File: src/source/mpu_params.svh
`ifndef MPU_PARAMS_SVH
`define MPU_PARAMS_SVH

// Region table geometry
`define MPU_MAPS 9           // One map per task
`define MPU_ROWS 4           // Regions per map

// Interrupt priority levels with their own entry pointer
`define MPU_PRIO_LEVELS 4    // Higher priorities share the last level

// Lowest address of the task stack
`define MPU_STACK_TOP 1280

// CSR address of region word 0
`define MPU_CSR_BASE 12'h400

`endif
File: src/source/mpu_pkg.sv
package mpu_pkg;

    // Major opcodes that count as data accesses
    typedef enum logic [6:0] {
        LOAD  = 7'b0000011,
        STORE = 7'b0100011
    } opcode_e;

    // CSR operations on a region word
    typedef enum logic [1:0] {
        CSR_WRITE,
        CSR_SET,
        CSR_CLEAR
    } csr_op_e;

    // One region word, seen as raw CSR data or as its decoded fields
    typedef union packed {
        logic [31:0] raw;          // Target of set and clear
        struct packed {
            logic [15:0] base;     // First address of the region
            logic [13:0] length;   // Last address is base + length
            logic        write_en;
            logic        read_en;
        } fields;
    } region_word_u;

endpackage

File: src/source/mpu_top.sv
`include "mpu_params.svh"

module mpu_top (
    input  logic             clk,
    input  logic             reset,
    input  logic [15:0]      mem_address,
    input  logic [15:0]      sp,
    input  logic [6:0]       op,
    input  logic [7:0]       interrupt_prio,
    input  logic [3:0]       id,
    input  logic             csr_enable,
    input  logic [11:0]      csr_addr,
    input  mpu_pkg::csr_op_e csr_op,
    input  logic [31:0]      csr_data,
    output logic             fault,
    output logic             fault_d
);

    mpu_pkg::region_word_u table_words [`MPU_MAPS * `MPU_ROWS];
    mpu_pkg::region_word_u req_map [`MPU_ROWS];
    logic [15:0] entry_ptr;
    logic [15:0] req_address;
    logic [6:0]  req_op;
    logic [15:0] req_entry_ptr;

    mpu_region_csr u_region_csr (
        .clk,
        .reset,
        .csr_enable,
        .csr_addr,
        .csr_op,
        .csr_data,
        .table_words
    );

    mpu_stack_tracker u_stack_tracker (
        .clk,
        .reset,
        .sp,
        .interrupt_prio,
        .entry_ptr
    );

    // Stage 1, register the access and the task's map
    mpu_request_stage u_request_stage (
        .clk,
        .reset,
        .mem_address,
        .op,
        .id,
        .entry_ptr,
        .table_words,
        .req_address,
        .req_op,
        .req_entry_ptr,
        .req_map
    );

    // Stage 2, region and stack checks
    mpu_check_stage u_check_stage (
        .clk,
        .reset,
        .req_address,
        .req_op,
        .req_entry_ptr,
        .req_map,
        .fault,
        .fault_d
    );

endmodule

File: src/source/mpu_check_stage.sv
`include "mpu_params.svh"

module mpu_check_stage (
    input  logic                  clk,
    input  logic                  reset,
    input  logic [15:0]           req_address,
    input  logic [6:0]            req_op,
    input  logic [15:0]           req_entry_ptr,
    input  mpu_pkg::region_word_u req_map [`MPU_ROWS],
    output logic                  fault,
    output logic                  fault_d
);

    mpu_pkg::opcode_e   op_kind;
    logic               is_load;
    logic               is_store;
    logic               in_stack;
    logic [`MPU_ROWS-1:0] row_grant;
    logic               fault_next;

    assign op_kind = mpu_pkg::opcode_e'(req_op);

    always_comb begin
        is_load  = 1'b0;
        is_store = 1'b0;
        case (op_kind)
            mpu_pkg::LOAD:  is_load  = 1'b1;
            mpu_pkg::STORE: is_store = 1'b1;
            default: ;                       // Not a data access
        endcase
    end

    for (genvar r = 0; r < `MPU_ROWS; r++) begin : g_row
        logic [16:0] top_addr;
        logic        in_range;
        logic        perm_ok;

        // 17 bits wide so base + length never wraps
        assign top_addr = {1'b0, req_map[r].fields.base} + 17'(req_map[r].fields.length);
        assign in_range = (req_address >= req_map[r].fields.base)
                       && ({1'b0, req_address} <= top_addr);
        assign perm_ok  = (is_load && req_map[r].fields.read_en)
                       || (is_store && req_map[r].fields.write_en);
        assign row_grant[r] = in_range && perm_ok;
    end

    // Stack runs from the fixed top up to the entry pointer
    assign in_stack = (req_address >= 16'(`MPU_STACK_TOP))
                   && (req_address <= req_entry_ptr);

    assign fault_next = (is_load || is_store) && !in_stack && !(|row_grant);

    always_ff @(posedge clk) begin
        if (reset) begin
            fault   <= 1'b0;
            fault_d <= 1'b0;
        end else begin
            fault   <= fault_next;
            fault_d <= fault;     // One cycle later for the interrupt controller
        end
    end

endmodule

File: src/source/mpu_request_stage.sv
`include "mpu_params.svh"

module mpu_request_stage (
    input  logic                  clk,
    input  logic                  reset,
    input  logic [15:0]           mem_address,
    input  logic [6:0]            op,
    input  logic [3:0]            id,
    input  logic [15:0]           entry_ptr,
    input  mpu_pkg::region_word_u table_words [`MPU_MAPS * `MPU_ROWS],
    output logic [15:0]           req_address,
    output logic [6:0]            req_op,
    output logic [15:0]           req_entry_ptr,
    output mpu_pkg::region_word_u req_map [`MPU_ROWS]
);

    logic [3:0] map_idx;
    mpu_pkg::region_word_u sel_map [`MPU_ROWS];

    // Unused task ids fall back to map 0
    assign map_idx = (id < 4'(`MPU_MAPS)) ? id : 4'd0;

    always_comb begin
        for (int r = 0; r < `MPU_ROWS; r++) begin
            sel_map[r] = table_words[int'(map_idx) * `MPU_ROWS + r];
        end
    end

    // Opcode is the only control field
    always_ff @(posedge clk) begin
        if (reset) begin
            req_op <= '0;                 // No access pending
        end else begin
            req_op <= op;
        end
    end

    always_ff @(posedge clk) begin
        req_address   <= mem_address;
        req_entry_ptr <= entry_ptr;
        req_map       <= sel_map;
    end

endmodule

File: src/source/mpu_stack_tracker.sv
`include "mpu_params.svh"

module mpu_stack_tracker (
    input  logic        clk,
    input  logic        reset,
    input  logic [15:0] sp,
    input  logic [7:0]  interrupt_prio,
    output logic [15:0] entry_ptr
);

    logic [7:0]  last_prio;                          // Raw priority at the last edge
    logic [15:0] entries [`MPU_PRIO_LEVELS];
    logic [$clog2(`MPU_PRIO_LEVELS)-1:0] prio_level;
    logic        prio_changed;

    // Clamp to the tracked levels
    always_comb begin
        if (interrupt_prio > 8'(`MPU_PRIO_LEVELS - 1)) begin
            prio_level = $clog2(`MPU_PRIO_LEVELS)'(`MPU_PRIO_LEVELS - 1);
        end else begin
            prio_level = interrupt_prio[$clog2(`MPU_PRIO_LEVELS)-1:0];
        end
    end

    // Compare on the raw value, so 4 -> 5 still recaptures level 3
    assign prio_changed = interrupt_prio != last_prio;

    // Forward sp on the capture cycle for the handler's first access
    assign entry_ptr = prio_changed ? sp : entries[prio_level];

    always_ff @(posedge clk) begin
        if (reset) begin
            last_prio <= '0;
            entries   <= '{default: '0};
        end else begin
            last_prio <= interrupt_prio;
            if (prio_changed) begin
                entries[prio_level] <= sp;
            end
        end
    end

endmodule

File: src/source/mpu_region_csr.sv
`include "mpu_params.svh"

module mpu_region_csr (
    input  logic                 clk,
    input  logic                 reset,
    input  logic                 csr_enable,
    input  logic [11:0]          csr_addr,
    input  mpu_pkg::csr_op_e     csr_op,
    input  logic [31:0]          csr_data,
    output mpu_pkg::region_word_u table_words [`MPU_MAPS * `MPU_ROWS]
);

    logic [11:0] word_offset;
    logic [$clog2(`MPU_MAPS * `MPU_ROWS)-1:0] word_idx;
    logic        addr_hit;
    logic [31:0] old_raw;
    logic [31:0] new_raw;

    // Flat address range, word = task id * rows + row
    assign word_offset = csr_addr - `MPU_CSR_BASE;
    // Addresses below the base wrap to large offsets and miss here too
    assign addr_hit = word_offset < 12'(`MPU_MAPS * `MPU_ROWS);
    assign word_idx = word_offset[$clog2(`MPU_MAPS * `MPU_ROWS)-1:0];

    always_comb begin
        old_raw = '0;
        if (addr_hit) begin
            old_raw = table_words[word_idx].raw;
        end
    end

    // Read-modify-write on the raw view
    always_comb begin
        case (csr_op)
            mpu_pkg::CSR_WRITE: new_raw = csr_data;
            mpu_pkg::CSR_SET:   new_raw = old_raw | csr_data;
            mpu_pkg::CSR_CLEAR: new_raw = old_raw & ~csr_data;
            default:            new_raw = old_raw;   // Unused encoding
        endcase
    end

    always_ff @(posedge clk) begin
        if (reset) begin
            // Zero length, no permissions, base 0
            table_words <= '{default: '0};
        end else if (csr_enable && addr_hit) begin
            table_words[word_idx].raw <= new_raw;
        end
    end

endmodule

File: config.mk
export PLATFORM = sky130hd
export DESIGN_NAME = mpu_top
export DESIGN_NICKNAME = d
export VERILOG_FILES = /design/src/source/mpu_pkg.sv /design/src/source/mpu_top.sv /design/src/source/mpu_check_stage.sv /design/src/source/mpu_request_stage.sv /design/src/source/mpu_stack_tracker.sv /design/src/source/mpu_region_csr.sv
export VERILOG_INCLUDE_DIRS = /design/src /design/src/source
export SDC_FILE = /design/constraint.sdc
export NUM_CORES = 2
export LEC_CHECK = 0
export BUFFER_PORTS_ARGS = -buffer_cell sky130_fd_sc_hd__buf_4
export CORE_UTILIZATION = 60
export DETAILED_ROUTE_END_ITERATION = 6
export PLACE_DENSITY = 0.79
export SLEW_MARGIN = 20
export SYNTH_ARGS = -nofsm -noshare
export SYNTH_HDL_FRONTEND = slang
export SYNTH_SLANG_ARGS = --single-unit
File: constraint.sdc
create_clock -name clk -period 4.2 [get_ports clk]
set_input_delay 0.21 -clock clk [delete_from_list [all_inputs] [get_ports clk]]
set_output_delay 0.21 -clock clk [all_outputs]
set_load 0.02 [all_outputs]
# Yosys cells after proc, flatten, opt, wreduce, memory -nomap -nowiden
# Cells that the tools add are included.
# Widths: inputs -> output; s select.
# word_totals
n_memories,0
mem_bits_ro,0
input_bits,100
latch_bits,0
mem_bits_rw,0
output_inout_bits,2
word_cells,155
ff_bits,1393
# op_classes
n_shift,0
n_reduce_logical,31
add_sub_neg,8
mux,31
div_mod_pow,0
magnitude_cmp,21
multipliers,0
n_eq_ne,5
n_bitwise,9
# op_table
op,count
$bwmux 1152,1
$bmux 32 s6,5
$mux 32,12
$demux 32 s6,1
$ge 32x7->1 const B,4
$not 32->32,4
$pmux 32 s3,1
$add 16x14->17,4
$le 16x17->1,4
$bwmux 64,1
$ge 16x16->1,4
$mux 16,4
$and 32x32->32,1
$bmux 16 s2,1
$demux 16 s2,1
$not 6->32,1
$or 32x32->32,1
$logic_and 1x1->1,22
$ge 16x11->1 const B,1
$le 16x16->1,1
$add 6x2->7 const B,2
$lt 12x6->1 const B,1
$sub 12x11->12 const B,1
$gt 8x2->1 const B,1
20 further kinds,26

# Longest topological paths before layout
# logic_depth
depth_word,9
ltp_mapped,18
ltp_nobuf,18

# By module
# A second synthesis with hierarchy kept.
# unflattened
hier_cells,8883
area_unflattened_um2,78210.0
# modules_own_cells
module,seq_area_each_um2,cells_each,area_each_um2,instances
mpu_region_csr,23062.1,6095,54086.9,1
mpu_request_stage,3343.2,1673,14482.6,1
mpu_check_stage,40.0,775,5938.2,1
mpu_stack_tracker,1441.4,340,3702.3,1

# Worst setup path after synthesis
# Ideal clock, no wire load.
# synth_timing
kind,reg-to-reg
startpoint,register u_request_stage.req_map[48] (netlist bit)
endpoint,register u_check_stage.fault
setup_time_ns,0.120
t_arrival_ns,3.600
period_less_slack_ns,3.721
t_required_ns,4.080
path_slack_ns,0.479
stages_incl_launch_ff,18
path_buffers,0
cell_sequence,dfxtp_1 -> ha_1 -> fa_1 -> a211o_1 -> o211ai_1 -> a21oi_1 -> a31o_2 -> or2_2 -> a41oi_1 -> xnor2_1 -> ha_1 -> nand2_1 -> nor4_1 -> a21oi_1 -> a21boi_0 -> a2111o_1 -> o21ai_0 -> nor3_1
# synth_between
elab_chain_cells,7
elab_cells_between_ends,8
classes_between,add/sub (1); order compare (2); reduce/logical (5)
# synth_lines
item,line,source
"start, declared",mpu_request_stage.sv:14,output mpu_pkg::region_word_u req_map [`MPU_ROWS]
"start signal, assigned",mpu_request_stage.sv:41,req_map <= sel_map;
$add 16x14->17,mpu_check_stage.sv:39,"assign top_addr = {1'b0, req_map[r].fields.base} + 17'(req_map[r].fields.length);"
$le 16x17->1,mpu_check_stage.sv:41,"&& ({1'b0, req_address} <= top_addr);"
$logic_and 1x1->1 *,mpu_check_stage.sv:41,
$logic_and 1x1->1 *,mpu_check_stage.sv:44,assign row_grant[r] = in_range && perm_ok;
$reduce_or 4->1 *,mpu_check_stage.sv:51,assign fault_next = (is_load || is_store) && !in_stack && !(|row_grant);
$logic_not 1->1 *,mpu_check_stage.sv:51,
$logic_and 1x1->1 *,mpu_check_stage.sv:51,
"end signal, assigned",mpu_check_stage.sv:58,fault <= fault_next;
"end, declared",mpu_check_stage.sv:10,"output logic fault,"
# Every way passes the cells marked *; elsewhere a longest branch is shown, timed or not.
# A chain may end at the register's enable or synchronous reset.

# Worst setup path after layout
# Same ends and word-level chain as after synthesis.

==> run metrics <==
Die Y-Extent=~350 um; worst path bufs/invs=0; setup TNS=0 ns; Critical Path Start=u_request_stage.req_map[48]$_DFF_P_; crit path time final=~4 ns; Async S/R FF share, synth=0%; fill count=9,106; DRT iter0 DRCs=10,950; CP startpoint kind=register; clk_skew=approximately 0.029 ns; H-tree Lvls=4; I/O Pins=between 100 and 150; slowest stage cell, crit path=fa_2; XOR/XNOR share of the synthesized area=0.7206%; die span in x=350.6 um; clk buf depth=3; antenna violations before repair=27; cts bufs inserted=147; unrepaired setup endpoints after global routing=false; min-delay worst type=primary input to register; FF-to-FF Start=u_request_stage.req_map[48]$_DFF_P_; GR Util All Layers=41.97%; Max Freq=~0.25 GHz; Post-Syn Instances=7,623; placed insts=around 8,700; starting density of the core=around three fifths; PD cells=between 300 and 400 nW/um^2; Avg Inst Size Synth=9.567 um^2; dpl hpwl=158,500 um; Final Max Slew Viols=0; sequential share of the synthesized area=around two fifths; worst slew pin tran=roughly 1.2 ns; port bufs=101; Fin Hold WS=-0.002726 ns; vias per cell=~7.3; cell leakage power=approximately 24 nW; Post-synth EDFFs=0; drt pass-1 iters=7; mux share of post-synthesis cell area=between 4 and 5%; post-route cell area=around 80,000 um^2; synth warn=0; CP max FO=3; gr ovfl total=0; # Max-Cap Violations=0; Final Wtd Congestion=1.000; synthesized net count=7,927; Largest stage delay, worst path=around 0.38 ns; VDD IR max=0.0004632 V; Setup CP Type=register to register; CTS tree=built; Primary FF master, synth=dfxtp_1; commonest non-fill, non-tap cells in the layout=dfxtp_1 (1,393), nor2_1 (1,247), a211oi_2 (905); Placed Area=74,610 um^2; Post-Synth Simple-Gate Area=between 10% and 20%; CP delay by family, top=compound AO/OA/AOI/OAI gates; Final Net Count=about 7,600; share of cells above drive strength 1=23.36%; Sink Count=roughly 1,400; status=finished with violations; worst hold start=reset; Hold Fails Final Rpt=2; total wire length=265,000 um; Core ar.=120,300 um^2; DR vias=about 66,000; CTS root buffer=clkbuf_16; worst slack, placed=0.09171 ns; clk slew on worst S/H paths=0.06 ns; vias in the first global route=roughly 64,000; fin crit share=95.38%; global-route wire length before repair=393,000 um; Worst EP required=4.88 ns; drt drc=2; area growth from synthesis to layout=10.21%; Synth Area in Compound Gates=a little over a third; Worst EP arrival=roughly 4.7 ns; worst setup margin=approximately 0.19 ns; Setup violations, final=0; Routed WL per cell=between 20 and 30 um; Total Power=about 30 mW; CP cell instances=ha_1, fa_2, a211o_1, o211ai_1, a21oi_2, a31o_2, or2_2, a21oi_1, xor2_1, ha_1, nand2_1, o21ai_0, a21o_1, a22oi_1, a21boi_1, a2111o_1, o21ai_0, nor3_1; Post-Synth Adder-Cell Area=under 10%; die area=roughly 120,000 um^2; Worst slew margin=between 20% and 30%; antenna viol nets, final=0; clk_lat worst skew=0.82 ns; largest net degree at the start of global routing=150; Mapped Area=approximately 73,000 um^2; commonest non-fill, non-tap cell in the layout=dfxtp_1; Yosys reg bits=around 1,400; largest family of logic cells by synthesized area=compound AO/OA/AOI/OAI gates; element type at the critical path end=register; violations in the final reports=design-rule violations, negative hold slack; Placement Rows=around 130; synth unique cells=76; Final Non-Filler Cells=roughly 9,000
[report_power, final]
| group | internal, mW | total (mW) | switching (mW) |
|---|---|---|---|
| Sequential | 13.3 | 13.4 | 0.0864 |
| Combinational | 0.628 | 2.26 | 1.64 |
| Clock | 8.38 | 14.1 | 5.75 |
| Total | 22.3 | 29.8 | 7.48 |
[sequential cells by signal (all words and copies together), names as in the netlist]
register and flops:
u_check_stage.fault 1, u_check_stage.fault_d 1, u_region_csr.table_words 1152, u_request_stage.req_address 16, u_request_stage.req_entry_ptr 16, u_request_stage.req_map 128
u_request_stage.req_op 7, u_stack_tracker.entries 64, u_stack_tracker.last_prio 8
[per-stage QoR]
step	hold WS [ns]	util, %
final	-0.002726	66.81
after global routing	0.04879	66.80
after CTS	0.004149	66.76
after detailed placement	0.3155	62.02
after global placement	0.3158	62.02
after floorplan	0.2377	-
[logic make-up (layout without fill, tap and decap cells)]
kind of cell,count (synthesis),count (layout)
multiplexers,163,163
AO/OA/AOI/OAI,2903,2903
AND/OR/NAND/NOR,1917,1917
adder cells (fa/ha/maj),204,204
other,0,8
XOR/XNOR,60,60
flip-flops,1393,1393
buffers and inverters,983,797
[synth_stat cells (all sizes together) (4+ instances only)]
master | n | area share [%]
dfxtp | 1393 | 38
a211oi | 1289 | 19
nor2 | 1286 | 6.9
buf | 471 | 4.2
a21oi | 418 | 2.9
clkbuf | 384 | 2.0
a22oi | 324 | 3.3
nand2 | 296 | 1.5
a221oi | 263 | 3.2
o21ai | 212 | 1.5
ha | 200 | 3.4
a22o | 136 | 1.6
nor3b | 130 | 1.4
inv | 128 | 0.66
mux4 | 128 | 4.0
a31oi | 101 | 0.87
nor4 | 39 | 0.34
mux2i | 35 | 0.48
nor2b | 32 | 0.27
o32a | 32 | 0.44
xnor2 | 30 | 0.36
xor2 | 30 | 0.36
nor3 | 28 | 0.21
a21o | 24 | 0.25
nand4 | 24 | 0.21
nand3 | 22 | 0.15
a41o | 20 | 0.27
and3 | 19 | 0.16
nand2b | 13 | 0.11
o22ai | 12 | 0.10
or3 | 10 | 0.086
a41oi | 9 | 0.11
o211ai | 9 | 0.093
o21a | 9 | 0.093
a211o | 4 | 0.048
a21boi | 4 | 0.041
and2 | 4 | 0.034
fa | 4 | 0.11
o21bai | 4 | 0.041
o221ai | 4 | 0.048
o311ai | 4 | 0.048
or4 | 4 | 0.041
[layer usage]
metal	vias to the layer above	GRT usage (%)	routed length, um
met5	-	0	135
met1	31630	51.67	95590
li1	28100	-	-
met2	5237	61.89	111400
met3	1461	13.06	35660
met4	24	30.48	22200
[final cells by class]
| cell class | count | area [um^2] | area share (%) |
|---|---|---|---|
| Clock inverter | 62 | 903.4 | 1.124 |
| Antenna cell | 8 | 20.02 | 0.02491 |
| Timing Repair Buffer | 404 | 4454 | 5.542 |
| Inverter | 128 | 480.5 | 0.5978 |
| Tap cell | 1612 | 2017 | 2.510 |
| Multi-Input combinational cell | 5247 | 40290 | 50.14 |
| Clock buffer | 203 | 4314 | 5.368 |
| Sequential cell | 1393 | 27890 | 34.70 |
[timing repair]
item / 4_1_cts / 5_1_grt
buffers inserted: 0 / 2
hold endpoints to repair: 112 / 0
resized for setup: 0 / 10
setup endpoints to repair: 0 / 1
hold buffers: 48 / 0
[path summary, 6_finish.rpt]
kind                                                      to  slack (ns)  depth (start not counted)
hold reg to reg     u_stack_tracker.entries[14]$_SDFFE_PP0P_        0.45                          2
hold / removal    u_region_csr.table_words[408]$_SDFFE_PP0P_      -0.003                          2
setup reg to reg              u_check_stage.fault$_SDFF_PP0_        0.19                         18
setup / recovery              u_check_stage.fault$_SDFF_PP0_        0.19                         18
Note: power is estimated with default switching activity, not from simulation.
